**config.mk**
```make
export PLATFORM = sky130hd
export DESIGN_NAME = gpio_subsys
export DESIGN_NICKNAME = d
export VERILOG_FILES = /design/src/design/apb_pkg.sv /design/src/design/gpio_pkg.sv /design/src/design/apb_arbiter.sv /design/src/design/gpio_regs.sv /design/src/design/gpio_pad_ctrl.sv /design/src/design/gpio_subsys.sv
export SDC_FILE = /design/constraint.sdc
export NUM_CORES = 1
export LEC_CHECK = 0
export BUFFER_PORTS_ARGS = -buffer_cell sky130_fd_sc_hd__buf_2
export CAP_MARGIN = 20
export CORE_UTILIZATION = 38
export DETAILED_ROUTE_END_ITERATION = 10
export GPL_TIMING_DRIVEN = 0
export PLACE_DENSITY = 0.72
export SLEW_MARGIN = 20
export SYNTH_ARGS = -nofsm -noshare
export SYNTH_HDL_FRONTEND = slang
export SYNTH_SLANG_ARGS = --single-unit
```
**constraint.sdc**
```tcl
create_clock -name clk -period 2.93 [get_ports clk]
set_clock_uncertainty 0.1 [all_clocks]
set_input_delay 0.1465 -clock clk [delete_from_list [all_inputs] [get_ports clk]]
set_output_delay 0.1465 -clock clk [all_outputs]
set_load 0.005 [all_outputs]
```
**src/design/apb_pkg.sv**
```systemverilog
`default_nettype none

package apb_pkg;

    // bus widths.
    localparam int addr_width = 32;
    localparam int data_width = 32;
    localparam int strb_width = data_width / 8;

    // pslverr encodings.
    localparam logic resp_okay   = 1'b0;
    localparam logic resp_slverr = 1'b1;

endpackage

`default_nettype wire

```
**src/design/gpio_pkg.sv**
```systemverilog
`default_nettype none

package gpio_pkg;

    localparam int gpio_width = 16;
    localparam int gpio_bytes = gpio_width / 8;

    // register offsets, decoded on the low address byte.
    localparam int offset_width = 8;

    localparam logic [offset_width-1:0] reg_idr    = 8'h00;
    localparam logic [offset_width-1:0] reg_odr    = 8'h04;
    localparam logic [offset_width-1:0] reg_moder  = 8'h08;
    localparam logic [offset_width-1:0] reg_otyper = 8'h0C;
    localparam logic [offset_width-1:0] reg_fsr0   = 8'h10;
    localparam logic [offset_width-1:0] reg_fsr1   = 8'h14;
    localparam logic [offset_width-1:0] reg_ier    = 8'h18;

    // two select bits per pin.
    localparam int func_width = 2;

    // code 0 keeps the pin on plain gpio, 1 to 3 pick the alternate source.
    localparam logic [func_width-1:0] func_gpio = 2'd0;

endpackage

`default_nettype wire

```
**src/design/apb_arbiter.sv**
```systemverilog
`default_nettype none

module apb_arbiter (
    input  logic                           clk,
    input  logic                           rst_n,

    input  logic                           host_psel,
    input  logic                           host_penable,
    input  logic                           host_pwrite,
    input  logic [apb_pkg::addr_width-1:0] host_paddr,
    input  logic [apb_pkg::data_width-1:0] host_pwdata,
    input  logic [apb_pkg::strb_width-1:0] host_pstrb,
    output logic [apb_pkg::data_width-1:0] host_prdata,
    output logic                           host_pready,
    output logic                           host_pslverr,

    input  logic                           aux_psel,
    input  logic                           aux_penable,
    input  logic                           aux_pwrite,
    input  logic [apb_pkg::addr_width-1:0] aux_paddr,
    input  logic [apb_pkg::data_width-1:0] aux_pwdata,
    input  logic [apb_pkg::strb_width-1:0] aux_pstrb,
    output logic [apb_pkg::data_width-1:0] aux_prdata,
    output logic                           aux_pready,
    output logic                           aux_pslverr,

    output logic                           bus_psel,
    output logic                           bus_penable,
    output logic                           bus_pwrite,
    output logic [apb_pkg::addr_width-1:0] bus_paddr,
    output logic [apb_pkg::data_width-1:0] bus_pwdata,
    output logic [apb_pkg::strb_width-1:0] bus_pstrb,
    input  logic [apb_pkg::data_width-1:0] bus_prdata,
    input  logic                           bus_pready,
    input  logic                           bus_pslverr
);

    // 0 selects the host, 1 the aux master.
    logic sel_aux;
    logic grant_q;
    logic last_q;
    logic active_q;
    logic done;

    // arbitrate only between transfers, otherwise stay with the owner.
    always_comb begin
        if (active_q) begin
            sel_aux = grant_q;
        end else if (host_psel && aux_psel) begin
            sel_aux = !last_q;
        end else if (host_psel) begin
            sel_aux = 1'b0;
        end else if (aux_psel) begin
            sel_aux = 1'b1;
        end else begin
            sel_aux = grant_q;
        end
    end

    assign bus_psel   = sel_aux ? aux_psel   : host_psel;
    assign bus_pwrite = sel_aux ? aux_pwrite : host_pwrite;
    assign bus_paddr  = sel_aux ? aux_paddr  : host_paddr;
    assign bus_pwdata = sel_aux ? aux_pwdata : host_pwdata;
    assign bus_pstrb  = sel_aux ? aux_pstrb  : host_pstrb;

    // the first bus cycle of a grant is always a setup cycle.
    assign bus_penable = active_q && (sel_aux ? aux_penable : host_penable);

    assign done = bus_psel && bus_penable && bus_pready;

    assign host_prdata  = sel_aux ? '0 : bus_prdata;
    assign host_pready  = !sel_aux && bus_pready;
    assign host_pslverr = !sel_aux && bus_pslverr;

    assign aux_prdata  = sel_aux ? bus_prdata : '0;
    assign aux_pready  = sel_aux && bus_pready;
    assign aux_pslverr = sel_aux && bus_pslverr;

    always_ff @(posedge clk or negedge rst_n) begin
        if (!rst_n) begin
            grant_q  <= 1'b0;
            last_q   <= 1'b0;
            active_q <= 1'b0;
        end else begin
            grant_q  <= sel_aux;
            active_q <= bus_psel && !done;
            if (done) begin
                last_q <= sel_aux;
            end
        end
    end

endmodule

`default_nettype wire

```
**src/design/gpio_regs.sv**
```systemverilog
`default_nettype none

module gpio_regs (
    input  logic                           clk,
    input  logic                           rst_n,

    input  logic                           psel,
    input  logic                           penable,
    input  logic                           pwrite,
    input  logic [apb_pkg::addr_width-1:0] paddr,
    input  logic [apb_pkg::data_width-1:0] pwdata,
    input  logic [apb_pkg::strb_width-1:0] pstrb,
    output logic [apb_pkg::data_width-1:0] prdata,
    output logic                           pready,
    output logic                           pslverr,

    input  logic                           pause_req,
    output logic                           pause_ack,

    input  logic [gpio_pkg::gpio_width-1:0] idr,
    output logic [gpio_pkg::gpio_width-1:0] odr,
    output logic [gpio_pkg::gpio_width-1:0] moder,
    output logic [gpio_pkg::gpio_width-1:0] otyper,
    output logic [gpio_pkg::gpio_width-1:0] fsr0,
    output logic [gpio_pkg::gpio_width-1:0] fsr1,

    output logic                           irq
);

    import apb_pkg::*;
    import gpio_pkg::*;

    logic [offset_width-1:0] offset;
    logic                    access;
    logic                    wr_en;

    logic [gpio_width-1:0] odr_q;
    logic [gpio_width-1:0] moder_q;
    logic [gpio_width-1:0] otyper_q;
    logic [gpio_width-1:0] fsr0_q;
    logic [gpio_width-1:0] fsr1_q;
    logic [gpio_width-1:0] ier_q;
    logic [gpio_width-1:0] rdata;

    logic pause_ack_q;
    logic irq_q;

    assign offset = paddr[offset_width-1:0];
    assign access = psel && penable;

    // access phase completes at once unless paused.
    assign pready  = access && !pause_ack_q;
    assign wr_en   = pready && pwrite;
    assign pslverr = (pready && pwrite && offset == reg_idr) ? resp_slverr : resp_okay;

    always_ff @(posedge clk or negedge rst_n) begin
        if (!rst_n) begin
            odr_q    <= '0;
            moder_q  <= '0;
            otyper_q <= '0;
            fsr0_q   <= '0;
            fsr1_q   <= '0;
            ier_q    <= '0;
        end else if (wr_en) begin
            for (int b = 0; b < gpio_bytes; b++) begin
                if (pstrb[b]) begin
                    case (offset)
                        reg_odr:    odr_q[b*8 +: 8]    <= pwdata[b*8 +: 8];
                        reg_moder:  moder_q[b*8 +: 8]  <= pwdata[b*8 +: 8];
                        reg_otyper: otyper_q[b*8 +: 8] <= pwdata[b*8 +: 8];
                        reg_fsr0:   fsr0_q[b*8 +: 8]   <= pwdata[b*8 +: 8];
                        reg_fsr1:   fsr1_q[b*8 +: 8]   <= pwdata[b*8 +: 8];
                        reg_ier:    ier_q[b*8 +: 8]    <= pwdata[b*8 +: 8];
                        default: ;
                    endcase
                end
            end
        end
    end

    // unmapped offsets read as zero.
    always_comb begin
        case (offset)
            reg_idr:    rdata = idr;
            reg_odr:    rdata = odr_q;
            reg_moder:  rdata = moder_q;
            reg_otyper: rdata = otyper_q;
            reg_fsr0:   rdata = fsr0_q;
            reg_fsr1:   rdata = fsr1_q;
            reg_ier:    rdata = ier_q;
            default:    rdata = '0;
        endcase
    end

    assign prdata = {{(data_width - gpio_width){1'b0}}, rdata};

    // ack once no access phase is pending, hold while requested.
    always_ff @(posedge clk or negedge rst_n) begin
        if (!rst_n) begin
            pause_ack_q <= 1'b0;
        end else begin
            pause_ack_q <= pause_req && (pause_ack_q || !access);
        end
    end

    always_ff @(posedge clk or negedge rst_n) begin
        if (!rst_n) begin
            irq_q <= 1'b0;
        end else begin
            irq_q <= |(ier_q & idr);
        end
    end

    assign pause_ack = pause_ack_q;
    assign irq       = irq_q;

    assign odr    = odr_q;
    assign moder  = moder_q;
    assign otyper = otyper_q;
    assign fsr0   = fsr0_q;
    assign fsr1   = fsr1_q;

endmodule

`default_nettype wire

```
**src/design/gpio_pad_ctrl.sv**
```systemverilog
`default_nettype none

module gpio_pad_ctrl (
    input  logic                                                 clk,
    input  logic                                                 rst_n,

    input  logic [gpio_pkg::gpio_width-1:0]                      pad_i,
    output logic [gpio_pkg::gpio_width-1:0]                      pad_o,
    output logic [gpio_pkg::gpio_width-1:0]                      pad_oe,

    input  logic [gpio_pkg::gpio_width-1:0]                      alt_o,
    input  logic [gpio_pkg::gpio_width-1:0]                      alt_oe,

    input  logic [gpio_pkg::gpio_width-1:0]                      odr,
    input  logic [gpio_pkg::gpio_width-1:0]                      moder,
    input  logic [gpio_pkg::gpio_width-1:0]                      otyper,
    input  logic [gpio_pkg::gpio_width-1:0]                      fsr0,
    input  logic [gpio_pkg::gpio_width-1:0]                      fsr1,

    output logic [gpio_pkg::gpio_width-1:0]                      idr,
    output logic [gpio_pkg::func_width*gpio_pkg::gpio_width-1:0] func
);

    import gpio_pkg::*;

    logic [gpio_width-1:0] sync_q1;
    logic [gpio_width-1:0] sync_q2;

    // pin i sits at bits 2i and 2i+1.
    assign func = {fsr1, fsr0};

    always_comb begin
        logic [func_width-1:0] code;

        for (int i = 0; i < gpio_width; i++) begin
            code = func[i*func_width +: func_width];
            if (code == func_gpio) begin
                pad_o[i]  = odr[i];
                // open drain only drives the low level.
                pad_oe[i] = moder[i] && !(otyper[i] && odr[i]);
            end else begin
                pad_o[i]  = alt_o[i];
                pad_oe[i] = alt_oe[i];
            end
        end
    end

    // two-flop input synchronizer.
    always_ff @(posedge clk or negedge rst_n) begin
        if (!rst_n) begin
            sync_q1 <= '0;
            sync_q2 <= '0;
        end else begin
            sync_q1 <= pad_i;
            sync_q2 <= sync_q1;
        end
    end

    assign idr = sync_q2;

endmodule

`default_nettype wire

```
**src/design/gpio_subsys.sv**
```systemverilog
`default_nettype none

module gpio_subsys (
    input  logic                                                 clk,
    input  logic                                                 rst_n,

    input  logic                                                 host_psel,
    input  logic                                                 host_penable,
    input  logic                                                 host_pwrite,
    input  logic [apb_pkg::addr_width-1:0]                       host_paddr,
    input  logic [apb_pkg::data_width-1:0]                       host_pwdata,
    input  logic [apb_pkg::strb_width-1:0]                       host_pstrb,
    output logic [apb_pkg::data_width-1:0]                       host_prdata,
    output logic                                                 host_pready,
    output logic                                                 host_pslverr,

    input  logic                                                 aux_psel,
    input  logic                                                 aux_penable,
    input  logic                                                 aux_pwrite,
    input  logic [apb_pkg::addr_width-1:0]                       aux_paddr,
    input  logic [apb_pkg::data_width-1:0]                       aux_pwdata,
    input  logic [apb_pkg::strb_width-1:0]                       aux_pstrb,
    output logic [apb_pkg::data_width-1:0]                       aux_prdata,
    output logic                                                 aux_pready,
    output logic                                                 aux_pslverr,

    input  logic                                                 pause_req,
    output logic                                                 pause_ack,
    output logic                                                 irq,

    input  logic [gpio_pkg::gpio_width-1:0]                      pad_i,
    output logic [gpio_pkg::gpio_width-1:0]                      pad_o,
    output logic [gpio_pkg::gpio_width-1:0]                      pad_oe,
    input  logic [gpio_pkg::gpio_width-1:0]                      alt_o,
    input  logic [gpio_pkg::gpio_width-1:0]                      alt_oe,
    output logic [gpio_pkg::func_width*gpio_pkg::gpio_width-1:0] func
);

    import apb_pkg::*;
    import gpio_pkg::*;

    // shared register bus.
    logic                  bus_psel;
    logic                  bus_penable;
    logic                  bus_pwrite;
    logic [addr_width-1:0] bus_paddr;
    logic [data_width-1:0] bus_pwdata;
    logic [strb_width-1:0] bus_pstrb;
    logic [data_width-1:0] bus_prdata;
    logic                  bus_pready;
    logic                  bus_pslverr;

    logic [gpio_width-1:0] idr;
    logic [gpio_width-1:0] odr;
    logic [gpio_width-1:0] moder;
    logic [gpio_width-1:0] otyper;
    logic [gpio_width-1:0] fsr0;
    logic [gpio_width-1:0] fsr1;

    apb_arbiter apb_arbiter_inst (
        .clk          (clk),
        .rst_n        (rst_n),
        .host_psel    (host_psel),
        .host_penable (host_penable),
        .host_pwrite  (host_pwrite),
        .host_paddr   (host_paddr),
        .host_pwdata  (host_pwdata),
        .host_pstrb   (host_pstrb),
        .host_prdata  (host_prdata),
        .host_pready  (host_pready),
        .host_pslverr (host_pslverr),
        .aux_psel     (aux_psel),
        .aux_penable  (aux_penable),
        .aux_pwrite   (aux_pwrite),
        .aux_paddr    (aux_paddr),
        .aux_pwdata   (aux_pwdata),
        .aux_pstrb    (aux_pstrb),
        .aux_prdata   (aux_prdata),
        .aux_pready   (aux_pready),
        .aux_pslverr  (aux_pslverr),
        .bus_psel     (bus_psel),
        .bus_penable  (bus_penable),
        .bus_pwrite   (bus_pwrite),
        .bus_paddr    (bus_paddr),
        .bus_pwdata   (bus_pwdata),
        .bus_pstrb    (bus_pstrb),
        .bus_prdata   (bus_prdata),
        .bus_pready   (bus_pready),
        .bus_pslverr  (bus_pslverr)
    );

    gpio_regs gpio_regs_inst (
        .clk       (clk),
        .rst_n     (rst_n),
        .psel      (bus_psel),
        .penable   (bus_penable),
        .pwrite    (bus_pwrite),
        .paddr     (bus_paddr),
        .pwdata    (bus_pwdata),
        .pstrb     (bus_pstrb),
        .prdata    (bus_prdata),
        .pready    (bus_pready),
        .pslverr   (bus_pslverr),
        .pause_req (pause_req),
        .pause_ack (pause_ack),
        .idr       (idr),
        .odr       (odr),
        .moder     (moder),
        .otyper    (otyper),
        .fsr0      (fsr0),
        .fsr1      (fsr1),
        .irq       (irq)
    );

    gpio_pad_ctrl gpio_pad_ctrl_inst (
        .clk    (clk),
        .rst_n  (rst_n),
        .pad_i  (pad_i),
        .pad_o  (pad_o),
        .pad_oe (pad_oe),
        .alt_o  (alt_o),
        .alt_oe (alt_oe),
        .odr    (odr),
        .moder  (moder),
        .otyper (otyper),
        .fsr0   (fsr0),
        .fsr1   (fsr1),
        .idr    (idr),
        .func   (func)
    );

endmodule

`default_nettype wire

```
; ---- Word-level counts from Yosys, hierarchy flattened
; Cells that the tools add are included.
[totals]
reg_bits = 133
input_bits = 193
out_inout_bits = 134
[op_classes]
eq_ne = 6
n_mux = 46
n_bitwise = 1
n_reduce_logical = 97
[ops]
columns = op, n
row1 = case mux 16 bit (7 select lines), 1
row2 = two-way mux 16 bit, 3
row3 = logical AND 1 bit, 45
row4 = two-way mux 1 bit, 40
row5 = AND reduction 3 bit, 12
row6 = zero test 2 bit, 16
row7 = == test 8 x 5 -> 1 bit (second input constant), 3
row8 = zero test 1 bit, 21
row9 = AND 16 bit, 1
row10 = == test 8 x 4 -> 1 bit (second input constant), 2
row11 = OR reduction 16 bit, 1
row12 = == test 8 x 3 -> 1 bit (second input constant), 1
row13 = zero test 8 bit, 1
row14 = two-way mux 8 bit, 1
row15 = two-way mux 2 bit, 1
row16 = logical OR 1 bit, 1

; ---- Depth between registers and ports, before layout
[depth]
word_depth = 12
ltp_mapped = 8
mapped_depth_nobuf = 7

; ---- Hierarchy
; Synthesis repeated with hierarchy kept, for this count alone.
[unflattened]
hier_cells = 818
area_unflattened_um2 = 7991.4
[by_module_without_submodules]
columns = module, n_inst, cells_each, area_each_um2
row1 = gpio_regs, 1, 371, 4797.1
row2 = gpio_pad_ctrl, 1, 128, 1621.6
row3 = apb_arbiter, 1, 319, 1572.8

; ---- Least setup slack after synthesis
; No wires, ideal clock.
[synth_timing]
path_kind = reg2reg
start = register apb_arbiter_inst.active_q
end = register gpio_regs_inst.otyper_q[10] (netlist: gpio_regs_inst.otyper[10])
arrival_time_ns = 1.971
required_time_ns = 2.705
setup_slack_ns = 0.734
stages_incl_launch_ff = 8
n_path_buf = 1
period_less_slack_ns = 2.196
cell_sequence = dfrtp_1 -> nand2b_4 -> o22ai_2 -> buf_6 -> mux2i_4 -> nand2_1 -> nor2_4 -> mux2_2
[synth_via]
elab_chain_cells = 7
elab_cells_between_ends = 13
cone_classes = eq/ne: 1 / mux: 7 / reduce/logical: 5
[synth_rtl]
columns = item, line
row1 = start: declaration, apb_arbiter.sv:42  ; logic active_q;
row2 = start signal: assignment, apb_arbiter.sv:86  ; active_q <= bus_psel && !done;
row3 = two-way mux 1 bit, apb_arbiter.sv:47  ; if (active_q) begin
row4 = two-way mux 1 bit, apb_arbiter.sv:67  ; assign bus_penable = active_q && (sel_aux ? aux_penable : host_penable);
row5 = logical AND 1 bit, apb_arbiter.sv:67
row6 = logical AND 1 bit, gpio_regs.sv:49  ; assign access = psel && penable;
row7 = logical AND 1 bit, gpio_regs.sv:52  ; assign pready = access && !pause_ack_q;
row8 = logical AND 1 bit, gpio_regs.sv:53  ; assign wr_en = pready && pwrite;
row9 = AND reduction 3 bit (no source line), -
row10 = end signal: indexed assignment, gpio_regs.sv:70  ; reg_otyper: otyper_q[b*8 +: 8] <= pwdata[b*8 +: 8];
row11 = end: declaration, gpio_regs.sv:39  ; logic [gpio_width-1:0] otyper_q;
; Several ways; a longest one is shown, not always the timed one.
; A chain may end at the register's enable or synchronous reset.

; ---- Worst setup path after layout
[layout_timing]
start = register apb_arbiter_inst.active_q
end = output port host_prdata[14] (netlist bit)
[layout_via]
elab_chain_cells = 5
elab_cells_between_ends = 11
cone_classes = eq/ne: 6 / mux: 4 / reduce/logical: 1
[layout_rtl]
columns = item, line
row1 = two-way mux 1 bit *, apb_arbiter.sv:47
row2 = two-way mux 8 bit, apb_arbiter.sv:62  ; assign bus_paddr = sel_aux ? aux_paddr : host_paddr;
row3 = == test 8 x 5 -> 1 bit (tied with other cells), gpio_regs.sv:83  ; case (offset)
row4 = case mux 16 bit (7 select lines), gpio_regs.sv:83
row5 = two-way mux 16 bit *, apb_arbiter.sv:71  ; assign host_prdata = sel_aux ? '0 : bus_prdata;
row6 = end: declaration, gpio_subsys.sv:13  ; output logic [apb_pkg::data_width-1:0] host_prdata,
; Every way passes the cells marked *; elsewhere a longest branch is shown, timed or not.

==> results.md <==
- Vias in the first global route: roughly 6500
- DR DRC count: 0
- Sequential element share of the synthesized area: 45.1%
- Die Y: between 100 and 150 um
- Buffers & Inverters on Critical Path: 3
- CORE AREA: 18900 um^2
- First-pass GRT wire length: 39100 um
- Ratio of cells with drive above 1 in the final layout: a little under half
- Fin nets: 1153
- Most frequent cells in the layout: 212 x buf_2, 132 x dfrtp_1, 101 x nand2_1
- GR Overflow Total: 0
- Setup-failing EPs final: 0
- Worst Path Class, Setup: flip-flop to output port
- Kind of start point of the critical path: flip-flop
- DR WL/cell: between 20 and 25 um
- Rows: 50
- IO Pins: between 300 and 400
- Status: finished, final reports clean
- Pwr Total: 5190 uW
- Seq cells post-synth: approximately 130
- RSZ-0062 raised after global routing: true
- Ys async rst share: 100%
- Initial antenna violation count: 0
- Hold Path Class: primary input to flip-flop
- Gpl congestion: roughly 0.86
- Post-synth cell types: 51
- Worst R2R Setup Slack: 0.30 ns
- Post-DP HPWL: 19000 um
- CP endpoint kind: output port
- Die ar.: 20000 um^2
- Ys Warns: 0
- Hold Path Stages: 3
- Worst-path cell chain: nand2b_4, o22ai_4, buf_6, mux2_4, nor2b_4, clkbuf_8, a22oi_1, a31oi_1, buf_2
- Tightest Pin Transition: 0.900 ns
- Rel. slew slack: 40.0%
- Final period util: 99.5%
- Post-synth top flop: dfrtp_1
- Average size of a mapped cell: 11.0 um^2
- EDFF count, synth: 0
- Final Hold Fails: 0
- Die Span X: ~140 um
- Final WS setup: 0.0156 ns
- Critical path required time: 2.68 ns
- Synth Cell Area: 7380 um^2
- Crit-path max cell delay: 0.44 ns
- Clk root buf: clkbuf_16
- CTS tree: yes
- First-pass DRT Iterations: 6
- Number of port buffers: 209
- CTS buffer count: 17
- Starting Density: between 30 and 40%
- Clock tree sinks: 133
- GR Util All Layers: 27.0%
- Bufs on Longest Clock Path: 2
- Crit path DAT: 2.67 ns
- R2R depth: 9
- Leakage: 0.00508 uW
- CP max-delay cell: dfrtp_2
- CP Max Fanout: 5
- Synth Instances: 670
- Worst Min Path Start: host_penable
- Reg2reg start: apb_arbiter_inst.active_q
- Via count: 6903
- Max Freq: about 340 MHz
- Max Cap Viol: 0
- Post-route ant nets: 0
- Crit path from: apb_arbiter_inst.active_q
- Vias/cell: 5.60
- Fill cells: between 1500 and 2000
- Post-Place Worst Slack: -0.0180 ns
- CTS clk-pin slew, worst paths: 0.06 ns
- Synthesis-to-finish area growth: 35.8%
- Largest net degree at the start of global routing: 68
- CTS H-tree lvls: 4
- Crit path max-delay family: compound AO/OA/AOI/OAI gates
- Peak supply drop: 0.356 mV
- Slew Limit Fails: 0
- PwrDens: 518 nW/um^2
- Number of cells on the critical path: 9
- Diode count: 0
- Detailed Route WL: 27200 um
- Iteration-0 DRC Markers: 668
- Fin crit period: 2.91 ns
- Worst skew pair latency: 0.42 ns
- Final core utilization: 53.0%
- Most common cell after layout, fill and taps aside: buf_2
cell families (layout without fill, tap and decap cells):
| logic type | count (synthesis) | after routing | share of synthesized area, % |
|---|---|---|---|
| other cells | 1 | 32 | 0.0508 |
| compound gates | 155 | 155 | 16.0 |
| flops | 133 | 133 | 45.1 |
| mux | 122 | 122 | 19.3 |
| buf+inv | 59 | 330 | 5.24 |
| simple gates | 200 | 200 | 14.3 |
tightest hold or removal path, delay by kind of cell:
kind	cells	cell delay, ns
AND/OR/NAND/NOR	2	0.24
buffers and inverters	1	0.09
per-stage QoR:
stage / std cells / hold slack [ns] / setup TNS, ns / instance area (um^2)
floorplan: 701 / -0.249 / 0 / 7490
global placement: 1170 / 0.155 / -26.84 / 8860
detailed placement: 1171 / 0.0399 / -0.0180 / 8900
CTS: 1229 / 0.0186 / -0.105 / 9810
global route: 1232 / 0.0518 / -0.0744 / 10000
finish: 1232 / 0.00984 / 0 / 10000
report_power, final:
part           total [uW]  switching [uW]  internal, uW
Sequential           1950            61.5          1890
Combinational        1240             829           413
Clock                2000             775          1220
Total                5190            1670          3530
layer usage:
metal | part of all wire [%] | track usage (%) | up-vias
met3 | 10 | 8.84 | 90
met5 | 0 | 0 | -
met2 | 46 | 42.4 | 453
li1 | - | - | 3012
met4 | 4.3 | 13.9 | 0
met1 | 40 | 33.2 | 3348
synth_stat cells (3+ instances only):
master / instances / area share, %
a21boi_0: 6 / 0.61
a21oi_1: 12 / 0.81
a221o_1: 6 / 0.81
a221oi_1: 4 / 0.47
a22o_1: 26 / 3.1
a22oi_1: 56 / 5.7
a31oi_1: 20 / 1.7
and3_1: 4 / 0.34
buf_2: 11 / 0.75
buf_4: 32 / 3.3
buf_6: 4 / 0.61
clkbuf_1: 10 / 0.51
dfrtp_1: 133 / 45
mux2_1: 31 / 4.7
mux2_2: 76 / 12
mux2_4: 9 / 1.8
mux2i_1: 4 / 0.54
nand2_1: 102 / 5.2
nand3_1: 24 / 1.6
nand3_4: 6 / 1.4
nor2_1: 27 / 1.4
nor2_4: 6 / 0.92
nor2b_1: 8 / 0.68
nor4_1: 3 / 0.25
nor4b_1: 3 / 0.36
o21ai_0: 16 / 1.1
final timing paths:
kind | end
worst max-delay path | host_prdata[14]
worst min-delay path | apb_arbiter_inst.last_q
worst max register to register | gpio_regs_inst.otyper[13]
worst min register to register | gpio_pad_ctrl_inst.idr[6]
max in group asynchronous | gpio_regs_inst.fsr0[10]
min in group asynchronous | gpio_pad_ctrl_inst.sync_q1[1]
sequential cells by signal, summed over array words and instances (netlist names):
register and count:
gpio_pad_ctrl_inst.idr 16, gpio_pad_ctrl_inst.sync_q1 16, gpio_regs_inst.fsr0 16, gpio_regs_inst.fsr1 16, gpio_regs_inst.ier_q 16, gpio_regs_inst.moder 16
gpio_regs_inst.odr 16, gpio_regs_inst.otyper 16, apb_arbiter_inst.active_q 1, apb_arbiter_inst.grant_q 1, apb_arbiter_inst.last_q 1, gpio_regs_inst.irq 1
gpio_regs_inst.pause_ack 1
what timing repair did:
item	CTS	global route
setup buffers	6	2
hold buffers	20	0
setup endpoints to repair	33	28
pin swaps	4	5
resized for setup	25	47
gates cloned	1	3
endpoints found under the hold margin	84	0
layout make-up:
| type | count | area (um^2) | share of cell area [%] |
|---|---|---|---|
| timing repair buffer | 242 | 1420 | 14.1 |
| sequential | 133 | 3330 | 33.2 |
| buffer | 56 | 429 | 4.28 |
| tap | 260 | 325 | 3.25 |
| inverter | 1 | 3.75 | 0.0375 |
| clock inverter | 9 | 78.8 | 0.787 |
| multi-input combinational | 509 | 3970 | 39.6 |
| clock buffer | 22 | 474 | 4.73 |
Power figures use the tool's default switching activity.
